$ cat src/logic/fx3_pkg.sv
`default_nettype none

package fx3_pkg;

    // width of one slave FIFO bus word
    localparam int WORD_W = 16;

    typedef logic [WORD_W-1:0] gpif_word_t;

    // FX3 socket address pins A1:A0
    localparam int FIFO_ADDR_W = 2;

    localparam logic [FIFO_ADDR_W-1:0] ADDR_STREAM_OUT = 2'b11;
    localparam logic [FIFO_ADDR_W-1:0] ADDR_STREAM_IN  = 2'b00;
    localparam logic [FIFO_ADDR_W-1:0] ADDR_IDLE       = 2'b10;

    // cycles from slrd_n low to the word on the bus
    localparam int RD_LATENCY = 2;

    // a/b: stream-in side, c/d: stream-out side
    typedef struct packed {
        logic flag_a;
        logic flag_b;
        logic flag_c;
        logic flag_d;
    } gpif_flags_t;

    // chip controls, all strobes active low
    typedef struct packed {
        logic                   slcs_n;
        logic                   slrd_n;
        logic                   sloe_n;
        logic                   slwr_n;
        logic [FIFO_ADDR_W-1:0] addr;
    } gpif_ctrl_t;

    typedef enum logic [1:0] {
        XFER_IDLE  = 2'd0,
        XFER_READ  = 2'd1,
        XFER_FILL  = 2'd2,
        XFER_WRITE = 2'd3
    } xfer_state_t;

endpackage

`default_nettype wire

$ cat src/logic/gpif_capture.sv
`timescale 1ns/100ps
`default_nettype none

module gpif_capture (
    input  logic                 usb_clk,
    input  logic                 reset_,
    input  fx3_pkg::gpif_flags_t flags_i,
    input  fx3_pkg::gpif_word_t  data_i,
    input  logic                 rd_pin_q_i,
    output fx3_pkg::gpif_flags_t flags_q_o,
    output logic                 push_o,
    output fx3_pkg::gpif_word_t  push_word_o
);
    import fx3_pkg::*;

    gpif_flags_t           flags_q;
    gpif_word_t            data_q;
    logic [RD_LATENCY-1:0] rd_pipe;
    logic                  push_q;

    // flags are asynchronous to our decisions, take them through one flop
    always_ff @(posedge usb_clk or negedge reset_) begin
        if (!reset_) begin
            flags_q <= '0;
        end else begin
            flags_q <= flags_i;
        end
    end

    // bus word sampled every cycle, only some are kept
    always_ff @(posedge usb_clk) begin
        data_q <= data_i;
    end

    // read strobe as seen on the pin, delayed until its word is on data_i
    always_ff @(posedge usb_clk or negedge reset_) begin
        if (!reset_) begin
            rd_pipe <= '0;
        end else begin
            rd_pipe[0] <= ~rd_pin_q_i;
            for (int i = 1; i < RD_LATENCY; i++) begin
                rd_pipe[i] <= rd_pipe[i-1];
            end
        end
    end

    // one more stage so the push lines up with data_q
    always_ff @(posedge usb_clk or negedge reset_) begin
        if (!reset_) begin
            push_q <= 1'b0;
        end else begin
            push_q <= rd_pipe[RD_LATENCY-1];
        end
    end

    // each slrd_n-low cycle yields exactly one push, even back to back
    assign push_o      = push_q;
    assign push_word_o = data_q;
    assign flags_q_o   = flags_q;

endmodule

`default_nettype wire

$ cat config.mk
export PLATFORM = sky130hd
export DESIGN_NAME = gpif_capture
export DESIGN_NICKNAME = d
export VERILOG_FILES = /design/src/logic/fx3_pkg.sv /design/src/logic/gpif_capture.sv
export SDC_FILE = /design/constraint.sdc
export NUM_CORES = 1
export LEC_CHECK = 0
export BUFFER_PORTS_ARGS = -buffer_cell sky130_fd_sc_hd__buf_2
export CELL_PAD_IN_SITES_DETAIL_PLACEMENT = 1
export CELL_PAD_IN_SITES_GLOBAL_PLACEMENT = 1
export CORE_ASPECT_RATIO = 1.5
export CORE_MARGIN = 1.5
export CORE_UTILIZATION = 23
export CTS_CLUSTER_DIAMETER = 120
export CTS_CLUSTER_SIZE = 10
export DETAILED_ROUTE_END_ITERATION = 16
export MAX_ROUTING_LAYER = met4
export PLACE_DENSITY = 0.81
export RECOVER_POWER = 50
export SLEW_MARGIN = 5
export SYNTH_ARGS = -nofsm -noshare
export SYNTH_HDL_FRONTEND = slang
export SYNTH_SLANG_ARGS = --single-unit
$ cat constraint.sdc
create_clock -name usb_clk -period 0.8 [get_ports usb_clk]
set_input_delay 0.04 -clock usb_clk [delete_from_list [all_inputs] [get_ports usb_clk]]
set_output_delay 0.04 -clock usb_clk [all_outputs]
set_load 0.03 [all_outputs]
==> metrics.md <==
| Metric | Value |
|---|---|
| Final setup fails | `18` |
| CP max-delay cell | `dfrtp_1` |
| CTS tree | `yes` |
| Largest net degree at the start of global routing | `14` |
| Post-Synth Simple-Gate Area | `0` |
| Vias in the first global route | `about 560` |
| Max cap viols | `0` |
| RR Startpoint | `rd_pipe[0]$_DFF_PN0_` |
| Worst IR Drop VDD | `1280 µV` |
| Relative slew slack | `0.751` |
| Routed vias | `454` |
| Main combinational cell family by area after synthesis | `buffers and inverters` |
| Ant. Diodes | `0` |
| Commonest non-fill, non-tap cell in the layout | `dlygate4sd3_1` |
| Row cnt | `20` |
| Gr usage total | `0.139` |
| Multi-input combinational cell area | `0 µm²` |
| Setup crit start | `flags_q_o[3]$_DFF_PN0_` |
| Total core area | `2030 µm²` |
| Final core occ | `0.562` |
| CP required | `between 700 and 800 ps` |
| Hold crit path type | `primary input to asynchronous set/reset pin` |
| Max Clock Freq | `1130 MHz` |
| Cell family with most CP delay | `flip-flops` |
| Synth Net Count | `47` |
| Top cell type's share of synthesized area | `0.642` |
| Place WS | `237 ps` |
| Maximum fanout along the worst path | `1` |
| Final hold slack | `155 ps` |
| Share of layout cells above drive strength 1 | `0.667` |
| Failing checks | `negative setup slack` |
| Drt via density | `3.95` |
| Synth area leader | `dfxtp_1` |
| Clock transition at path regs | `130 ps` |
| Clock Skew | `0.459 ps` |
| CTS H-Tree Depth | `1` |
| P&R area growth vs syn | `128%` |
| Status | `finished, violations left` |
| IO buf count | `43` |
| Net count, final | `117` |
| Post-synthesis mux area share | `0` |
| Setup Buffers After CTS | `0` |
| Count of multi-input gates | `0` |
| Crit-path cells | `buf_6` |
| Adder and majority gate portion of the synthesized area | `0` |
| Compound-cell area share of the yosys netlist | `0` |
| XOR/XNOR share of the synthesized area | `0` |
| RSZ-0062 raised after global routing | `yes` |
| CTS sink cnt | `23` |
| Fin. Hold Viols | `0` |
| Final worst path period share | `1.10` |
| Count of cell types in the netlist | `3` |
| Placed cell areas | `roughly 740 µm²` |
| Initial antenna violation count | `0` |
| Synth top area cells | `dfxtp_1 (64%), dfrtp_1 (35%), inv_1 (0.75%)` |
| Max Transition Viols Final | `0` |
| Tmin final | `a little under 900 ps` |
| Crit path buf inv count | `1` |
| Filler instances | `203` |
| Static Leak | `0.542 nW` |
| Fin worst setup slack | `-83.0 ps` |
| Num CTS Buffers | `3` |
| Critical Path End Type | `output port` |
| WL per Instance | `12.4 µm` |
| Critical Path AT | `840 ps` |
| Worst skew pair latency | `between 200 and 300 ps` |
| 1st-iter DRT viols | `5` |
| Worst Tran Pin Value | `373 ps` |
| Clock Path Buffers | `2` |
| RD Place Congestion | `approximately 0.58` |
| Seq/Total Area, Yosys | `0.992` |
| Mapped cell area | `499 µm²` |
| Initial Util | `0.246` |
| PwrDens | `~1900 nW/µm²` |
| #FFs+latches synth | `23` |
| Die Ht | `60.1 µm` |
| Die Area | `between 2000 and 2500 µm²` |
| Routed wire length | `1420 µm` |
| Die width | `a little over 40 µm` |
| Critical path's largest stage delay | `400 ps` |
| # IOs | `44` |
| Avg Inst Size Synth | `20.8 µm²` |
| First-pass GRT wire length | `2170 µm` |
| Grt total ovfl | `0` |
| Crit Path Class | `flop to output port` |
| YS warnings | `0` |
| Remaining DRCs | `0` |
| Root Buffer | `clkbuf_4` |
| Commonest non-fill, non-tap cells in the layout | `dlygate4sd3_1 (22), buf_2 (21), buf_6 (21)` |
| TritonRoute pass-1 iters | `2` |
| Design area | `1140 µm²` |
| Synth Instances | `24` |
| Worst Setup Start Kind | `flop` |
| Detail Route Antenna Nets | `0` |
==> report_power, final <==
part           switching (W)  internal (W)
logic               0.000170      0.000209
registers          0.0000273       0.00122
clock network       0.000331      0.000186
==> area by class of cell <==
class / instances / area [µm²] / area share
Inverter: 1 / 3.75 / 0.00329
Clock inverter: 1 / 5.00 / 0.00439
Timing Repair Buffer: 65 / 566 / 0.496
Sequential cell: 23 / 515 / 0.452
Clock buffer: 3 / 22.5 / 0.0198
Tap cell: 22 / 27.5 / 0.0241
==> sequential cells by signal, summed over array words and instances (netlist names) <==
register	cells
push_word_o	16
flags_q_o	4
rd_pipe	2
push_o	1
==> final timing paths <==
path | endpoint | slack [ps] | cells past startpoint
min in group usb_clk | push_o$_DFF_PN0_ | 360 | 0
max in group asynchronous | flags_q_o[1]$_DFF_PN0_ | 370 | 2
worst min-delay path | flags_q_o[3]$_DFF_PN0_ | 150 | 2
worst max register to register | rd_pipe[1]$_DFF_PN0_ | 320 | 0
worst max-delay path | flags_q_o[3] | -80 | 1
worst min register to register | push_o$_DFF_PN0_ | 360 | 0
==> layer usage <==
metal / up-vias / routed length [µm] / global-route usage
met1: 216 / 398 / 0.0907
met4: 0 / 14 / 0.0524
li1: 208 / - / -
met3: 2 / 81 / 0.0297
met2: 28 / 927 / 0.290
met5: - / 0 / -
==> stage by stage <==
step	TNS [ps]	std cells	power [W]
global route	-1130	115	0.00222
detailed placement	0	89	0.00148
floorplan	0	24	0.00137
finish	-489	115	0.00214
CTS	-688	115	0.00216
global placement	0	89	0.00147
==> synthesized netlist by cell type <==
| cell | n |
|---|---|
| dfrtp_1 | 7 |
| inv_1 | 1 |
| dfxtp_1 | 16 |
==> what timing repair did <==
action                                  CTS  global route
hold endpoints to repair                 28             0
endpoints found under the setup margin   21            21
resized for setup                        58             0
hold buffers                             22             0
==> logic make-up after synthesis <==
| group | count (synthesis) |
|---|---|
| flip-flops | 23 |
| buffers and inverters | 1 |
No activity file was read; power rests on OpenSTA's default activity.
