[config.mk]
export PLATFORM = sky130hd
export DESIGN_NAME = transfer_sequencer
export DESIGN_NICKNAME = d
export VERILOG_FILES = /design/src/logic/fx3_pkg.sv /design/src/logic/transfer_sequencer.sv
export SDC_FILE = /design/constraint.sdc
export NUM_CORES = 1
export LEC_CHECK = 0
export BUFFER_PORTS_ARGS = -buffer_cell sky130_fd_sc_hd__buf_2
export CAP_MARGIN = 20
export CORE_ASPECT_RATIO = 1.2
export CORE_UTILIZATION = 47
export CTS_CLUSTER_DIAMETER = 200
export DETAILED_ROUTE_END_ITERATION = 10
export HOLD_SLACK_MARGIN = 0.06
export PLACE_DENSITY = 0.73
export SKIP_LAST_GASP = 1
export SYNTH_ARGS = -nofsm -noshare
export SYNTH_HDL_FRONTEND = slang
export SYNTH_SLANG_ARGS = --single-unit
export TNS_END_PERCENT = 100
[constraint.sdc]
create_clock -name usb_clk -period 1.94 [get_ports usb_clk]
set_input_delay 0.388 -clock usb_clk [delete_from_list [all_inputs] [get_ports usb_clk]]
set_output_delay 0.388 -clock usb_clk [all_outputs]
set_load 0.01 [all_outputs]
[src/logic/fx3_pkg.sv]
`default_nettype none

package fx3_pkg;

    // width of one slave FIFO bus word
    localparam int WORD_W = 16;

    typedef logic [WORD_W-1:0] gpif_word_t;

    // FX3 socket address pins A1:A0
    localparam int FIFO_ADDR_W = 2;

    localparam logic [FIFO_ADDR_W-1:0] ADDR_STREAM_OUT = 2'b11;
    localparam logic [FIFO_ADDR_W-1:0] ADDR_STREAM_IN  = 2'b00;
    localparam logic [FIFO_ADDR_W-1:0] ADDR_IDLE       = 2'b10;

    // cycles from slrd_n low to the word on the bus
    localparam int RD_LATENCY = 2;

    // a/b: stream-in side, c/d: stream-out side
    typedef struct packed {
        logic flag_a;
        logic flag_b;
        logic flag_c;
        logic flag_d;
    } gpif_flags_t;

    // chip controls, all strobes active low
    typedef struct packed {
        logic                   slcs_n;
        logic                   slrd_n;
        logic                   sloe_n;
        logic                   slwr_n;
        logic [FIFO_ADDR_W-1:0] addr;
    } gpif_ctrl_t;

    typedef enum logic [1:0] {
        XFER_IDLE  = 2'd0,
        XFER_READ  = 2'd1,
        XFER_FILL  = 2'd2,
        XFER_WRITE = 2'd3
    } xfer_state_t;

endpackage

`default_nettype wire

[src/logic/transfer_sequencer.sv]
`timescale 1ns/100ps
`default_nettype none

module transfer_sequencer #(
    parameter int BURST_WORDS     = 4096,
    parameter int FIFO_DEPTH_LOG2 = 12
) (
    input  logic                     usb_clk,
    input  logic                     reset_,
    input  fx3_pkg::gpif_flags_t     flags_q_i,
    input  logic [FIFO_DEPTH_LOG2:0] count_i,
    output fx3_pkg::xfer_state_t     state_o,
    output logic                     rd_issue_o,
    output logic                     pop_o
);
    import fx3_pkg::*;

    localparam int CNT_W = $clog2(BURST_WORDS + 1);

    localparam logic [CNT_W-1:0]           LAST_WORD  = CNT_W'(BURST_WORDS - 1);
    localparam logic [FIFO_DEPTH_LOG2:0]   FULL_COUNT = (FIFO_DEPTH_LOG2 + 1)'(BURST_WORDS);

    xfer_state_t      state_q;
    xfer_state_t      state_d;
    logic [CNT_W-1:0] word_cnt_q;
    logic [CNT_W-1:0] word_cnt_d;
    logic             rd_issue;
    logic             pop;
    logic             out_ready;
    logic             in_ready;

    // stream-out socket has data / stream-in socket has room
    assign out_ready = flags_q_i.flag_c && flags_q_i.flag_d;
    assign in_ready  = flags_q_i.flag_a && flags_q_i.flag_b;

    always_comb begin
        state_d    = state_q;
        word_cnt_d = word_cnt_q;
        rd_issue   = 1'b0;
        pop        = 1'b0;

        case (state_q)
            XFER_IDLE: begin
                word_cnt_d = '0;
                if (out_ready) begin
                    state_d = XFER_READ;
                end
            end

            // one read per cycle, no pauses inside the burst
            XFER_READ: begin
                rd_issue = 1'b1;
                if (word_cnt_q == LAST_WORD) begin
                    state_d    = XFER_FILL;
                    word_cnt_d = '0;
                end else begin
                    word_cnt_d = word_cnt_q + CNT_W'(1);
                end
            end

            // reads still in flight, wait for the last push
            XFER_FILL: begin
                if (count_i == FULL_COUNT) begin
                    state_d = XFER_WRITE;
                end
            end

            // flag_b low holds off further pops
            XFER_WRITE: begin
                pop = in_ready && (count_i != '0);
                if (pop) begin
                    if (word_cnt_q == LAST_WORD) begin
                        state_d    = XFER_IDLE;
                        word_cnt_d = '0;
                    end else begin
                        word_cnt_d = word_cnt_q + CNT_W'(1);
                    end
                end
            end

            default: begin
                state_d    = XFER_IDLE;
                word_cnt_d = '0;
            end
        endcase
    end

    always_ff @(posedge usb_clk or negedge reset_) begin
        if (!reset_) begin
            state_q    <= XFER_IDLE;
            word_cnt_q <= '0;
        end else begin
            state_q    <= state_d;
            word_cnt_q <= word_cnt_d;
        end
    end

    assign state_o    = state_q;
    assign rd_issue_o = rd_issue;
    assign pop_o      = pop;

endmodule

`default_nettype wire

==> flow_summary_export.csv <==
group,metric,value,unit
timing,period_share,96.7,%
timing,worst_slew_pin_slew,0.468,ns
placement,dp_hpwl,1750,um
power,total_power,0.533,mW
yosys,synth_simple_gate_area_share,25.9,%
critical_path,critPathLaunchType,"flop",
finish,design_area,1240,sq um
finish,final_common_cell,"buf_2",
finish,syn_to_final_growth,28.1,%
global_route,grt_usage,23.7,%
clock_network,htreeDepth,1,
flow_run,cap_violations,0,
critical_path,critPathMaxStageDelay,0.41,ns
clock_network,clock_path_buffers,2,
power,p_sw_share,23.2,%
timing,min_period,1.88,ns
placement,gp_congestion,0.782,
power,ir_drop,0.000345,V
yosys,ys_warn_count,0,
clock_network,cts-root-buf,"clkbuf_4",
routing,vias,953,
outcome,outcome,"finished clean",
critical_path,critPathMaxFanout,5,
clock_network,worst_skew_pair.late_latency,0.30,ns
yosys,async_reset_ff_share,100,%
finish,layout.nets,170,
timing,maxSlewViolCount,0,
yosys,synth_top_family_by_area,"simple AND/OR/NAND/NOR gates",
yosys,synth-compound-area-share,23.1,%
yosys,syn-num-nets,133,
hold_path,hold_class,"flop to flop",
critical_path,critical_path_class,"flop to flop",
clock_network,clk_pin_slew,0.09,ns
power,p_int,0.409,mW
yosys,synthAdderAreaFrac,7.77,%
routing,drt-total-wl,2260,um
routing,drt_iter0_markers,14,
timing,hold_viol,0,
critical_path,arrival,2.06,ns
yosys,synth-edff-count,0,
critical_path,r2r_setup_slack,0.06,ns
clock_network,cts_sinks,15,
floorplanning,die_h,51.7,um
placement,port_buffers,22,
timing,skew,0.00186,ns
routing,via_per_inst,5.85,
global_route,grt_pass1_wl,3910,um
power,power_switching,0.123,mW
routing,firstDrtPassIters,4,
yosys,synth_xor_area_share,0,%
power,powerDensity,430,nW/um^2
floorplanning,num_rows,17,
finish,diodes,0,
yosys,synth_ff_type,"dfrtp_1",
power,power.share.clock,35.3,%
global_route,grt_pass1_vias,941,
yosys,syn_avg_cell_area,8.94,sq um
floorplanning,coreArea,1890,sq um
critical_path,path_cells,"inv_1 -> ha_2 -> or2_2 -> o41ai_4 -> o2111ai_1 -> a21oi_2 -> mux2_1",
timing,slew_headroom,68.7,%
global_route,grt-ovfl-total,0,
global_route,antenna_found_initial,0,
finish,drive_above_1_share,31.3,%
finish,final_cell_mix,"22 x buf_2, 15 x dfrtp_1, 13 x nor2_1, 11 x nand2_1, 11 x buf_4",
yosys,synthMuxAreaShare,2.20,%
yosys,synthCells,108,
timing,setup_viol,0,
critical_path,slowest_stage,"dfrtp_1",
yosys,syn_area,966,sq um
finish,fill_cells,154,
yosys,ys_seq_area_share,38.9,%
clock_network,cts_tree,"done",
critical_path,critPathRequiredTime,2.13,ns
yosys,ys_ff_latch,15,
power,seq_power_share,58.7,%
floorplanning,ios,23,
timing,fmax,533,MHz
yosys,netlist-cell-type-count,31,
floorplanning,die_w,43.4,um
critical_path,end_kind,"flop",
floorplanning,dieArea,2240,sq um
floorplanning,start_util,51.0,%
routing,ant_nets,0,
placement,dpl_cell_area,1170,sq um
power,power_leakage,0.564,nW
routing,drt-wirelength-per-cell,13.9,um
routing,drc,0,
timing,rsz0062_at_grt,"true",
clock_network,cts_buffers,3,
global_route,grt_max_degree,16,
power,combPwrFrac,6.1,%
## power groups by stage
stage                     clock network (mW)  registers [mW]  logic (mW)
after floorplan                            0           0.319     0.00270
after global placement                     0           0.319      0.0268
after detailed placement                   0           0.319      0.0279
after CTS                              0.190           0.312      0.0294
after global routing                   0.202           0.312      0.0362
final                                  0.188           0.312      0.0324
## layer usage
metal / track usage, % / vias to the layer above / part of all wire (%)
met3: 4.17 / 3 / 4.7
met1: 23.4 / 441 / 38
met2: 46.5 / 37 / 55
met4: 10.9 / 0 / 1.6
li1: - / 472 / -
met5: 0 / - / 0
## registers in the layout (all words and copies together), names as in the netlist
register and flops:
state_o 2, word_cnt_q 13
## per-stage QoR
stage                     util [%]  instances   TNS (ns)  setup slack, ns  hold slack (ns)
after floorplan                  -        108          0           0.0334           0.0924
after global routing          65.4        163    -0.0612          -0.0612            0.543
after global placement        61.7        157          0           0.0547            0.310
after detailed placement      61.7        157  -0.000418        -0.000418            0.313
after CTS                     63.6        162          0           0.0308            0.507
final                         65.4        163          0           0.0650            0.523
## Yosys cell counts (all sizes together) (2+ instances only)
cell type / instances / area (sq um)
dfrtp: 15 / 375
nor2: 13 / 48.8
o21ai: 12 / 60.1
nand2: 11 / 41.3
nand3: 8 / 40.0
o31ai: 7 / 52.6
ha: 6 / 75.1
a21oi: 4 / 23.8
and3: 3 / 18.8
inv: 3 / 11.3
nand2b: 3 / 18.8
nand4: 3 / 33.8
nor4: 3 / 18.8
buf: 2 / 10.0
nor3: 2 / 10.0
o41ai: 2 / 36.3
## critical path, delay by kind of cell (launching register included)
| kind | cells | cell delay [ns] |
|---|---|---|
| compound gates | 3 | 0.41 |
| mux | 1 | 0.34 |
| buf+inv | 1 | 0.10 |
| flops | 1 | 0.41 |
| fa+ha+maj | 1 | 0.19 |
| simple gates | 1 | 0.32 |
## path summary, 6_finish.rpt
path / from / depth (start not counted) / to
max in group asynchronous: reset_ / 2 / word_cnt_q[10]
min reg2reg: word_cnt_q[11] / 1 / word_cnt_q[11]
min: word_cnt_q[11] / 1 / word_cnt_q[11]
max: state_o[1] / 7 / state_o[1]
min in group asynchronous: reset_ / 2 / word_cnt_q[2]
max reg2reg: state_o[1] / 7 / state_o[1]
## cell type report
type                       count  area, sq um  share of cell area, %
sequential                    15          375                   30.3
multi-input combinational     88          598                   48.3
inverter                       3         11.3                  0.910
tap                           19         23.8                   1.92
timing repair buffer          34          203                   16.4
clock buffer                   4         26.3                   2.12
## logic make-up (layout without fill, tap and decap cells)
family                   Yosys count  after routing
AND/OR/NAND/NOR                   49             49
adder cells (fa/ha/maj)            6              6
multiplexers                       2              2
flip-flops                        15             15
AO/OA/AOI/OAI                     31             31
buffers and inverters              5             41
## what timing repair did
action / CTS / global route
endpoints found under the setup margin: 0 / 3
hold buffers: 1 / 0
resized for setup: 0 / 4
buffers inserted: 0 / 1
endpoints found under the hold margin: 15 / 0
Note: power is estimated with default switching activity, not from simulation.
